--- src/include/fetch_cfg.svh ---
/*
 * Front end build constants
 * Instruction buffer depth and reset fetch address
 */

`ifndef FETCH_CFG_SVH
`define FETCH_CFG_SVH

// Buffer entries, power of two and at least 2
`define FETCH_IB_DEPTH 4

// First word fetched after reset
`define FETCH_RESET_PC 32'h0000_0000

`endif

--- src/hw/fetch_types_pkg.sv ---
/*
 * Front end types
 * Address, instruction, register index, immediate and opcode vectors
 * Instruction class and fetch FSM state enums
 */

package fetch_types_pkg;

    typedef logic [31:0] addr_t;    // Byte address of an instruction
    typedef logic [31:0] instr_t;   // Raw RV32I word
    typedef logic [4:0]  reg_idx_t; // rd / rs1 / rs2
    typedef logic [31:0] imm_t;     // Sign-extended immediate
    typedef logic [6:0]  opcode_t;  // instr[6:0]

    // Decoder classification, one per RV32I base opcode group
    typedef enum logic [3:0] {
        cls_alu_imm,
        cls_alu_reg,
        cls_load,
        cls_store,
        cls_branch,
        cls_jal,
        cls_jalr,
        cls_lui,
        cls_auipc,
        cls_illegal
    } instr_class_e;

    // Fetch unit FSM
    typedef enum logic {
        fs_idle,  // Waiting for fetch_en
        fs_fetch  // Requests allowed
    } fetch_state_e;

endpackage

--- src/hw/fetch_stage_top.sv ---
/*
 * Front end top
 * Fetch unit, instruction buffer and decoder chain
 */

module fetch_stage_top (
    input  logic                         clk,
    input  logic                         rst_n,
    // Instruction memory
    output logic                         imem_req,
    output fetch_types_pkg::addr_t        imem_addr,
    input  logic                         imem_rvalid,
    input  fetch_types_pkg::instr_t       imem_rdata,
    // Control
    input  logic                         fetch_en,
    input  logic                         issue_stall,
    input  logic                         redirect,
    input  fetch_types_pkg::addr_t        redirect_pc,
    // Issue
    output logic                         issue_valid,
    output fetch_types_pkg::addr_t        issue_pc,
    output fetch_types_pkg::instr_class_e issue_class,
    output fetch_types_pkg::reg_idx_t     issue_rd,
    output fetch_types_pkg::reg_idx_t     issue_rs1,
    output fetch_types_pkg::reg_idx_t     issue_rs2,
    output fetch_types_pkg::imm_t         issue_imm
);

    logic                    ib_push;
    fetch_types_pkg::addr_t  ib_push_pc;
    fetch_types_pkg::instr_t ib_push_instr;
    logic                    ib_early_full;
    logic                    ib_pop;
    logic                    head_valid;
    fetch_types_pkg::addr_t  head_pc;
    fetch_types_pkg::instr_t head_instr;

    fetch_unit u_fetch (
        .clk           (clk),
        .rst_n         (rst_n),
        .fetch_en      (fetch_en),
        .redirect      (redirect),
        .redirect_pc   (redirect_pc),
        .imem_req      (imem_req),
        .imem_addr     (imem_addr),
        .imem_rvalid   (imem_rvalid),
        .imem_rdata    (imem_rdata),
        .early_full    (ib_early_full),
        .ib_push       (ib_push),
        .ib_push_pc    (ib_push_pc),
        .ib_push_instr (ib_push_instr)
    );

    instruction_buffer u_ibuf (
        .clk        (clk),
        .rst_n      (rst_n),
        .flush      (redirect),   // Redirect empties the queue
        .push       (ib_push),
        .push_pc    (ib_push_pc),
        .push_instr (ib_push_instr),
        .pop        (ib_pop),
        .head_valid (head_valid),
        .head_pc    (head_pc),
        .head_instr (head_instr),
        .full       (),           // Checked inside the buffer
        .early_full (ib_early_full)
    );

    instruction_decoder u_decode (
        .head_valid  (head_valid),
        .head_pc     (head_pc),
        .head_instr  (head_instr),
        .issue_stall (issue_stall),
        .pop         (ib_pop),
        .issue_valid (issue_valid),
        .issue_pc    (issue_pc),
        .issue_class (issue_class),
        .issue_rd    (issue_rd),
        .issue_rs1   (issue_rs1),
        .issue_rs2   (issue_rs2),
        .issue_imm   (issue_imm)
    );

endmodule

--- src/hw/fetch_unit.sv ---
/*
 * Fetch unit with PC, memory request strobe and in-flight tracking
 * Discards the stale answer on redirect, pushes words into the buffer
 */

`include "fetch_cfg.svh"

module fetch_unit (
    input  logic                   clk,
    input  logic                   rst_n,
    input  logic                   fetch_en,
    input  logic                   redirect,
    input  fetch_types_pkg::addr_t  redirect_pc,
    output logic                   imem_req,
    output fetch_types_pkg::addr_t  imem_addr,
    input  logic                   imem_rvalid,
    input  fetch_types_pkg::instr_t imem_rdata,
    input  logic                   early_full,
    output logic                   ib_push,
    output fetch_types_pkg::addr_t  ib_push_pc,
    output fetch_types_pkg::instr_t ib_push_instr
);

    fetch_types_pkg::fetch_state_e state_q;
    fetch_types_pkg::addr_t        pc_q;      // Next address to request
    fetch_types_pkg::addr_t        pend_pc_q; // Address of the outstanding request
    logic                          inflight_q; // Answer due this cycle
    logic                          discard_q;  // That answer is stale

    // FSM
    always_ff @(posedge clk or negedge rst_n) begin
        if (!rst_n) begin
            state_q <= fetch_types_pkg::fs_idle;
        end else begin
            case (state_q)
                fetch_types_pkg::fs_idle:
                    if (fetch_en)
                        state_q <= fetch_types_pkg::fs_fetch;
                fetch_types_pkg::fs_fetch:
                    if (!fetch_en)
                        state_q <= fetch_types_pkg::fs_idle;
                default:
                    state_q <= fetch_types_pkg::fs_idle;
            endcase
        end
    end

    // At most one answer in flight, so early_full leaves room for it
    assign imem_req  = (state_q == fetch_types_pkg::fs_fetch) && !early_full;
    assign imem_addr = pc_q;

    // PC, redirect has priority over sequential advance
    always_ff @(posedge clk or negedge rst_n) begin
        if (!rst_n) begin
            pc_q <= `FETCH_RESET_PC;
        end else if (redirect) begin
            pc_q <= redirect_pc;
        end else if (imem_req) begin
            pc_q <= pc_q + 32'd4;
        end
    end

    // In-flight and discard tracking
    always_ff @(posedge clk or negedge rst_n) begin
        if (!rst_n) begin
            inflight_q <= 1'b0;
            discard_q  <= 1'b0;
        end else begin
            inflight_q <= imem_req;
            discard_q  <= redirect & imem_req; // Request made on the old path
        end
    end

    always_ff @(posedge clk) begin
        if (imem_req)
            pend_pc_q <= pc_q; // Paired with the word next cycle
    end

    // Answer landing in the redirect cycle is stale too
    assign ib_push       = imem_rvalid && inflight_q && !discard_q && !redirect;
    assign ib_push_pc    = pend_pc_q;
    assign ib_push_instr = imem_rdata;

    // Memory answers exactly one cycle after each request
    a_rvalid_latency: assert property (@(posedge clk) disable iff (!rst_n)
        imem_rvalid |-> inflight_q)
        else $error("fetch_unit: imem_rvalid without request in previous cycle");

    a_req_answered: assert property (@(posedge clk) disable iff (!rst_n)
        imem_req |=> imem_rvalid)
        else $error("fetch_unit: request not answered after one cycle");

endmodule

--- src/hw/instruction_buffer.sv ---
/*
 * Circular instruction buffer of PC and word pairs
 * One-hot occupancy vector drives full, early_full and head_valid
 */

`include "fetch_cfg.svh"

module instruction_buffer (
    input  logic                   clk,
    input  logic                   rst_n,
    input  logic                   flush,
    input  logic                   push,
    input  fetch_types_pkg::addr_t  push_pc,
    input  fetch_types_pkg::instr_t push_instr,
    input  logic                   pop,
    output logic                   head_valid,
    output fetch_types_pkg::addr_t  head_pc,
    output fetch_types_pkg::instr_t head_instr,
    output logic                   full,
    output logic                   early_full
);

    localparam int DEPTH = `FETCH_IB_DEPTH;
    localparam int IDX_W = $clog2(DEPTH);

    if ((DEPTH < 2) || ((DEPTH & (DEPTH - 1)) != 0)) begin : g_depth_check
        $error("FETCH_IB_DEPTH must be a power of two, at least 2");
    end

    fetch_types_pkg::addr_t  pc_mem    [DEPTH]; // Ring storage
    fetch_types_pkg::instr_t instr_mem [DEPTH];

    logic [IDX_W-1:0] write_idx; // Push side only
    logic [IDX_W-1:0] read_idx;  // Pop side only
    logic [DEPTH:0]   occ;       // Bit n set when n entries held

    // Indices wrap naturally at DEPTH
    always_ff @(posedge clk or negedge rst_n) begin
        if (!rst_n) begin
            write_idx <= '0;
            read_idx  <= '0;
        end else if (flush) begin
            write_idx <= '0;
            read_idx  <= '0;
        end else begin
            if (push)
                write_idx <= write_idx + 1'b1;
            if (pop)
                read_idx <= read_idx + 1'b1;
        end
    end

    // Occupancy shift, unchanged when push and pop coincide
    always_ff @(posedge clk or negedge rst_n) begin
        if (!rst_n) begin
            occ <= {{DEPTH{1'b0}}, 1'b1};
        end else if (flush) begin
            occ <= {{DEPTH{1'b0}}, 1'b1};
        end else if (push && !pop) begin
            occ <= {occ[DEPTH-1:0], 1'b0}; // One more
        end else if (pop && !push) begin
            occ <= {1'b0, occ[DEPTH:1]};   // One less
        end
    end

    always_ff @(posedge clk) begin
        if (push) begin
            pc_mem[write_idx]    <= push_pc;
            instr_mem[write_idx] <= push_instr;
        end
    end

    assign head_valid = ~occ[0];
    assign head_pc    = pc_mem[read_idx];
    assign head_instr = instr_mem[read_idx];
    assign full       = occ[DEPTH];
    assign early_full = occ[DEPTH-1] | occ[DEPTH]; // One slot or none left

    // Fetch throttling must keep the in-flight word within capacity
    a_no_push_full: assert property (@(posedge clk) disable iff (!rst_n)
        !(push && full))
        else $error("instruction_buffer: push while full");

    // Decoder may only pop a valid head
    a_no_pop_empty: assert property (@(posedge clk) disable iff (!rst_n)
        !(pop && !head_valid))
        else $error("instruction_buffer: pop while empty");

endmodule

--- src/hw/instruction_decoder.sv ---
/*
 * RV32I decoder on the buffer head
 * Field split, immediate build, classification and pop strobe
 */

module instruction_decoder (
    input  logic                         head_valid,
    input  fetch_types_pkg::addr_t        head_pc,
    input  fetch_types_pkg::instr_t       head_instr,
    input  logic                         issue_stall,
    output logic                         pop,
    output logic                         issue_valid,
    output fetch_types_pkg::addr_t        issue_pc,
    output fetch_types_pkg::instr_class_e issue_class,
    output fetch_types_pkg::reg_idx_t     issue_rd,
    output fetch_types_pkg::reg_idx_t     issue_rs1,
    output fetch_types_pkg::reg_idx_t     issue_rs2,
    output fetch_types_pkg::imm_t         issue_imm
);

    // RV32I base opcodes
    localparam fetch_types_pkg::opcode_t OP_LOAD   = 7'b0000011;
    localparam fetch_types_pkg::opcode_t OP_ALU_I  = 7'b0010011;
    localparam fetch_types_pkg::opcode_t OP_AUIPC  = 7'b0010111;
    localparam fetch_types_pkg::opcode_t OP_STORE  = 7'b0100011;
    localparam fetch_types_pkg::opcode_t OP_ALU_R  = 7'b0110011;
    localparam fetch_types_pkg::opcode_t OP_LUI    = 7'b0110111;
    localparam fetch_types_pkg::opcode_t OP_BRANCH = 7'b1100011;
    localparam fetch_types_pkg::opcode_t OP_JALR   = 7'b1100111;
    localparam fetch_types_pkg::opcode_t OP_JAL    = 7'b1101111;

    fetch_types_pkg::opcode_t opcode;
    fetch_types_pkg::imm_t    imm_i;
    fetch_types_pkg::imm_t    imm_s;
    fetch_types_pkg::imm_t    imm_b;
    fetch_types_pkg::imm_t    imm_u;
    fetch_types_pkg::imm_t    imm_j;

    assign opcode = head_instr[6:0];

    // Register fields are passed raw for every class
    assign issue_rd  = head_instr[11:7];
    assign issue_rs1 = head_instr[19:15];
    assign issue_rs2 = head_instr[24:20];

    // Immediate formats, sign from bit 31
    assign imm_i = {{20{head_instr[31]}}, head_instr[31:20]};
    assign imm_s = {{20{head_instr[31]}}, head_instr[31:25], head_instr[11:7]};
    assign imm_b = {{19{head_instr[31]}}, head_instr[31], head_instr[7],
                    head_instr[30:25], head_instr[11:8], 1'b0};
    assign imm_u = {head_instr[31:12], 12'b0};
    assign imm_j = {{11{head_instr[31]}}, head_instr[31], head_instr[19:12],
                    head_instr[20], head_instr[30:21], 1'b0};

    // Classification by opcode only
    always_comb begin
        if (opcode[1:0] != 2'b11) begin
            issue_class = fetch_types_pkg::cls_illegal; // Compressed space
        end else begin
            case (opcode)
                OP_ALU_I:  issue_class = fetch_types_pkg::cls_alu_imm;
                OP_ALU_R:  issue_class = fetch_types_pkg::cls_alu_reg;
                OP_LOAD:   issue_class = fetch_types_pkg::cls_load;
                OP_STORE:  issue_class = fetch_types_pkg::cls_store;
                OP_BRANCH: issue_class = fetch_types_pkg::cls_branch;
                OP_JAL:    issue_class = fetch_types_pkg::cls_jal;
                OP_JALR:   issue_class = fetch_types_pkg::cls_jalr;
                OP_LUI:    issue_class = fetch_types_pkg::cls_lui;
                OP_AUIPC:  issue_class = fetch_types_pkg::cls_auipc;
                default:   issue_class = fetch_types_pkg::cls_illegal;
            endcase
        end
    end

    // Immediate select follows the class
    always_comb begin
        case (issue_class)
            fetch_types_pkg::cls_alu_imm,
            fetch_types_pkg::cls_load,
            fetch_types_pkg::cls_jalr:   issue_imm = imm_i;
            fetch_types_pkg::cls_store:  issue_imm = imm_s;
            fetch_types_pkg::cls_branch: issue_imm = imm_b;
            fetch_types_pkg::cls_jal:    issue_imm = imm_j;
            fetch_types_pkg::cls_lui,
            fetch_types_pkg::cls_auipc:  issue_imm = imm_u;
            default:                     issue_imm = '0; // alu_reg, illegal
        endcase
    end

    // Issue when head present and downstream ready
    assign issue_valid = head_valid && !issue_stall;
    assign issue_pc    = head_pc;
    assign pop         = issue_valid; // Head leaves on the issuing edge

endmodule

--- config.mk ---
export PLATFORM = sky130hd
export DESIGN_NAME = fetch_stage_top
export DESIGN_NICKNAME = d
export VERILOG_FILES = /design/src/hw/fetch_types_pkg.sv /design/src/hw/fetch_stage_top.sv /design/src/hw/fetch_unit.sv /design/src/hw/instruction_buffer.sv /design/src/hw/instruction_decoder.sv
export VERILOG_INCLUDE_DIRS = /design/src /design/src/include
export SDC_FILE = /design/constraint.sdc
export NUM_CORES = 1
export LEC_CHECK = 0
export ABC_AREA = 0
export BUFFER_PORTS_ARGS = -buffer_cell sky130_fd_sc_hd__buf_4
export CORE_MARGIN = 2
export CORE_UTILIZATION = 52
export DETAILED_ROUTE_END_ITERATION = 10
export PLACE_DENSITY = 0.81
export SETUP_SLACK_MARGIN = 0.4
export SLEW_MARGIN = 20
export SYNTH_ARGS = -nofsm -noshare
export SYNTH_HDL_FRONTEND = slang
export SYNTH_HIERARCHICAL = 1
export SYNTH_SLANG_ARGS = --single-unit
--- constraint.sdc ---
create_clock -name clk -period 3.17 [get_ports clk]
set_input_delay 0.317 -clock clk [delete_from_list [all_inputs] [get_ports clk]]
set_output_delay 0.317 -clock clk [all_outputs]
set_load 0.02 [all_outputs]
# Word-level counts from Yosys, hierarchy flattened

Memories as Yosys holds them, arrays and structs flattened.
Index checks and enable logic that the tools add are counted.

Register bits after elaboration: 76
RAM bits: 256
Input port bits: 70
Output and inout bits: 117
Word-level logic and storage cells: 68
Memories kept: 2

Add/sub/neg operators: 3
Eq/ne operators: 17
Muxes and demuxes: 15
Bitwise operators: 3
Reductions and logical operators: 20

Memory list:

| memory           | depth | bits a word | read ports | clocked after Yosys merged registers in | write ports | line                     | text |
|---|---|---|---|---|---|---|---|
| u_ibuf.instr_mem | 4     | 32          | 1          | 0                                       | 1           | instruction_buffer.sv:31 | `fetch_types_pkg::instr_t instr_mem [DEPTH];` |
| u_ibuf.pc_mem    | 4     | 32          | 1          | 0                                       | 1           | instruction_buffer.sv:30 | `fetch_types_pkg::addr_t pc_mem [DEPTH];` |

Operators with widths:

| cell                  | count |
|---|---|
| $pmux 32 s5           | 1 |
| $mux 32               | 2 |
| $pmux 4 s9            | 1 |
| $add 32x3->32 const B | 1 |
| $eq 7x6->1 const B    | 3 |
| $eq 7x7->1 const B    | 3 |
| $eq 4x3->1 const B    | 4 |
| $mux 5                | 3 |
| $eq 7x5->1 const B    | 2 |
| $eq 4x2->1 const B    | 2 |
| $mux 2                | 4 |
| $eq 7x2->1 const B    | 1 |
| $logic_and 1x1->1     | 7 |
| $logic_not 1->1       | 6 |
| $reduce_bool 2->1     | 3 |
| $add 2x1->2 const B   | 2 |
| $eq 4x4->1 const B    | 1 |
| $logic_not 4->1       | 1 |
| $mux 4                | 1 |
| $mux 1                | 3 |
| $reduce_bool 3->1     | 1 |
| $reduce_or 3->1       | 1 |
| $ne 2x2->1 const B    | 1 |
| $reduce_or 2->1       | 1 |
| 3 further kinds       | 3 |

# Depth between registers and ports, before layout

Depth in word-level cells: 8
Depth in mapped cells: 9
Mapped depth without buffers: 6

# Cells and area by module

The synthesis kept the hierarchy.

By module, submodules not included:

| module              | instances | cells each | area an instance (µm²) | seq. area each (µm²) |
|---|---|---|---|---|
| instruction_buffer  | 1         | 382        | 9766.9                 | 7913.8 |
| fetch_unit          | 1         | 284        | 3184.3                 | 1836.8 |
| instruction_decoder | 1         | 134        | 974.7                  | 0.0 |

# Worst setup path before layout

No wires, ideal clock.

Path kind: in2reg
Start: input port redirect
End: memory u_ibuf/instr_mem[0][0] (netlist name), enable pin
Setup time: 429 ps
Arrival time: 2765 ps
Path slack: -23 ps
Stages: 4
Cells stage by stage: clkbuf_1 -> nor4bb_1 -> buf_2 -> and2_1

Word-level cells in the longest chain between the ends: 4

RTL lines:

| what                         | line                     | text |
|---|---|---|
| start: declaration           | fetch_stage_top.sv:17    | `input logic redirect,` |
| $logic_not 1->1              | fetch_unit.sv:80         | `assign ib_push = imem_rvalid && inflight_q && !discard_q && !redirect;` |
| $logic_and 1x1->1            | fetch_unit.sv:80         |  |
| net ib_push                  | fetch_stage_top.sv:29    | `logic ib_push;` |
| $mux 1                       | instruction_buffer.sv:67 | `if (push) begin` |
| $mux 1 (implied by the code) | instruction_buffer.sv:69 | `instr_mem[write_idx] <= push_instr;` |
| end: declaration             | instruction_buffer.sv:31 |  |

The timed path passes the listed nets, and every way through them passes these cells.

# Worst setup path in the final report

Start: register u_ibuf.read_idx[0]
End: output port issue_imm[13]

Word-level cells in the longest chain between the ends: 7
Elaborated cells on any way between the ends: 24

RTL lines:

| what                                               | line                      | text |
|---|---|---|
| start: declaration                                 | instruction_buffer.sv:34  | `logic [IDX_W-1:0] read_idx;` |
| start signal: assignment                           | instruction_buffer.sv:49  | `read_idx <= read_idx + 1'b1;` |
| $mem_v2 4x32 (*)                                   | --                        |  |
| net head_instr[2]                                  | fetch_stage_top.sv:36     | `fetch_types_pkg::instr_t head_instr;` |
| $eq 7x5->1 (tied with other cells)                 | instruction_decoder.sv:60 | `case (opcode)` |
| $pmux 4 s9 (*)                                     | instruction_decoder.sv:60 |  |
| $mux 4 (*)                                         | instruction_decoder.sv:57 | `if (opcode[1:0] != 2'b11) begin` |
| $eq 4x2->1 (tied with other cells)                 | instruction_decoder.sv:77 | `case (issue_class)` |
| $reduce_or 3->1 or $reduce_or 2->1 (tied branches) | instruction_decoder.sv:77 |  |
| $pmux 32 s5 (*)                                    | instruction_decoder.sv:77 |  |
| end: declaration                                   | fetch_stage_top.sv:26     | `output fetch_types_pkg::imm_t issue_imm` |

The timed path passes the listed nets; every way through them passes the cells marked *.

==> results.md <==
* Max Buffers Root-to-Sink at 3
* Post-synth EDFFs at approximately 290
* Total wire length at ~31000 um
* Avg Inst Size Synth at approximately 17 um^2
* Root Buffer: clkbuf_16
* I/O Pins at between 150 and 200
* Mapped Nets at 875
* IO Port Bufs at around 190
* Core area at 26200 um^2
* Status: complete, but fails checks
* Slew Limit Fails at 0
* Synth Register Bits at about 330
* First-pass GRT wire length at about 47000 um
* Final Hold Viols at 0
* Chip Height at about 170 um
* Slew HR at between 40% and 50%
* Initial Utilization at 53.1%
* Number of max-cap violations at 0
* Final setup fails at 1
* Buf+Inv Stages, Crit Path at 1
* Post-synthesis cell type count at 66
* Slew @ Worst Pin at between 800 and 900 ps
* Period utilization at 100%
* Layout net count at around 1100
* R2R Path Start: u_fetch/imem_addr[2]
* RePlAce Congestion at 0.872
* Max rail drop VDD at 0.466 mV
* Die area at about 28000 um^2
* R2r worst-path depth at 5
* Drt pass-1 iters at 5
* Vias in the first global route at roughly 8000
* Crit path max fanout at 8
* Clk_lat worst skew at about 520 ps
* R2r endpoint: u_fetch/imem_addr[26]
* CP delay by family, top: compound AO/OA/AOI/OAI gates
* Worst setup margin at -6.05 ps
* Most frequent cells after synthesis: edfxtp_1, buf_4, mux4_2, dfrtp_1
* Cells after Synth at 800
* Unrepaired setup endpoints after global routing: true
* Pleak at 6.13 nW
* ANT nets after route at 0
* DP HPWL at around 19000 um
* Area Growth Syn to Fin at 22.5%
* Vias per inst at between 5 and 6
* Drc violations at 0
* # rows at 59
* Worst path max stage delay at between 500 and 600 ps
* Crit path cell chain: mux4_2 > or3_4 > a211o_1 > o21ai_4 > a21o_1 > buf_6
* Async S/R FF share, synth at between 10% and 20%
* GRT Resource Usage Total at 21.9%
* Slowest-stage cell, CP: mux4_2
* Reg2reg setup slack at 660 ps
* Worst clock skew at ~19 ps
* Num CTS Buffers at 35
* CTS tree: built
* Seq/Total Area, Yosys at ~70%
* Vias at roughly 7900
* Hold Path Origin: imem_rdata[5]
* Reg clk slew, reported paths at about 60 ps
* Ys Warns at 6
* Nature of the critical path startpoint: flop
* Pwr Density at roughly 560 nW/um^2
* Dominant cell by count in the synthesized netlist: edfxtp_1
* Top FF cell, synth: edfxtp_1
* Yosys top cell by area: edfxtp_1
* Critical Path RT at between 2000 and 3000 ps
* Antenna violations before repair at 0
* Largest net degree at the start of global routing at between 40 and 50
* Area share of the leading cell type in the synthesized netlist at 62.1%
* Hold path depth at 1
* First DRT Iteration DRCs at ~750
* Final Core Density at between 60% and 70%
* Hold endpoint: u_ibuf/instr_mem[2][5]
* Pre-CTS setup slack at approximately 240 ps
* Fmax achieved at between 0.3 and 0.4 GHz
* Die width at about 170 um
* DR WL/cell at 22.7 um
* Worst Setup End Kind: primary output
* Violations in the final reports: negative setup slack
* Clock Sink Count at 332
* Cell Area, Synth at 13900 um^2
* GR Overflow Total at 0
* Worst Path Class, Setup: flop to primary output
* Layout cells sized above 1 at 40.5%
* Area contributors post-synth: edfxtp_1, mux4_2, dfrtp_1
* Period minus WS final at between 3000 and 4000 ps
* Diodes inserted at 0
* CP arrival at about 2900 ps
* H-tree lvl count at 2
* Hold Path Class: primary input to flop
[per-stage QoR]
stage / TNS, ps / power (mW) / cells / instance area, um^2 / hold WS [ps]
6_report: -6.05 / 9.64 / 1349 / 17100 / 17.5
5_1_grt: -1310 / 9.95 / 1349 / 17100 / 2.15
4_1_cts: 0 / 9.69 / 1343 / 16900 / 0.533
3_5_place_dp: 0 / 5.80 / 1228 / 15100 / 372
3_3_place_gp: 0 / 5.78 / 1228 / 15100 / 366
2_1_floorplan: 0 / 5.54 / 800 / 13900 / 21.4
[layout by cell type, fill, tap and decap left out, types with 6 or more instances in the layout]
master,instances
clkinv_1,7
a31oi_1,14
and3_1,6
a21o_1,11
inv_1,13
or3_1,7
clkbuf_16,36
mux2i_1,6
nor2b_1,7
buf_12,9
xnor2_1,9
nor2_1,24
nand2_1,22
nand4b_1,6
buf_6,29
mux4_2,64
clkinv_2,6
buf_4,195
o21ai_0,24
edfxtp_1,288
dfrtp_1,41
dlygate4sd3_1,24
nand3_1,12
a21o_2,10
nand4_1,15
nor4_1,8
[state kept, by name, indices dropped and copies added, names as in the netlist]
signal	count
u_ibuf/write_idx	2
u_ibuf/occ	5
u_fetch/inflight_q	1
u_ibuf/instr_mem	128
u_fetch/imem_addr	32
u_ibuf/pc_mem	128
u_fetch/discard_q	1
u_fetch/ib_push_pc	32
u_ibuf/read_idx	2
u_fetch/state_q	1
[worst reg2reg max path, stage by stage, from the launching register on]
cell and delay, ps:
dfrtp_1 540, ha_1 280, nand4_1 230, nand4bb_1 570
or4_1 620, a31oi_1 190
[report_power, final]
part / internal (mW) / switching (mW)
Clock: 2.21 / 1.61
Sequential: 4.88 / 0.134
Combinational: 0.385 / 0.415
[layer usage]
metal | GRT usage [%] | share of wire [%] | vias up
li1 | - | - | 3463
met1 | 29.0 | 41 | 3969
met2 | 36.1 | 48 | 404
met3 | 5.34 | 8.4 | 60
met4 | 7.07 | 2.6 | 0
met5 | 0 | 0 | -
[layout make-up]
type	count	area, um^2
clock buffers	40	895
multi-input cells	342	3410
inverters	15	58.8
clock inverters	23	184
repair buffers	262	2340
well taps	335	419
flip-flops and latches	332	9760
fillers	1780	9150
[cell families after synthesis]
group	synth area share, %
flip-flops	70.0
adder cells (fa/ha/maj)	0.449
buffers and inverters	6.36
AND/OR/NAND/NOR	6.51
AO/OA/AOI/OAI	4.83
multiplexers	10.9
XOR/XNOR	0.881
[worst max-delay path by stage]
stage,startpoint,to,cells past startpoint
after floorplan,u_ibuf/read_idx[0],issue_imm[10],8
after global placement,u_ibuf/read_idx[0],issue_imm[26],5
after detailed placement,u_ibuf/read_idx[0],issue_imm[26],5
after CTS,u_ibuf/read_idx[0],issue_imm[5],7
after global routing,u_ibuf/read_idx[0],issue_imm[13],9
final,u_ibuf/read_idx[0],issue_imm[13],6
[timing repair]
item	4_1_cts	5_1_grt
gates cloned	2	1
buffers inserted	26	5
hold buffers	24	0
endpoints found under the setup margin	56	62
resized for setup	40	25
endpoints found under the hold margin	123	0
pin swaps	12	8
Power figures use the tool's default switching activity.
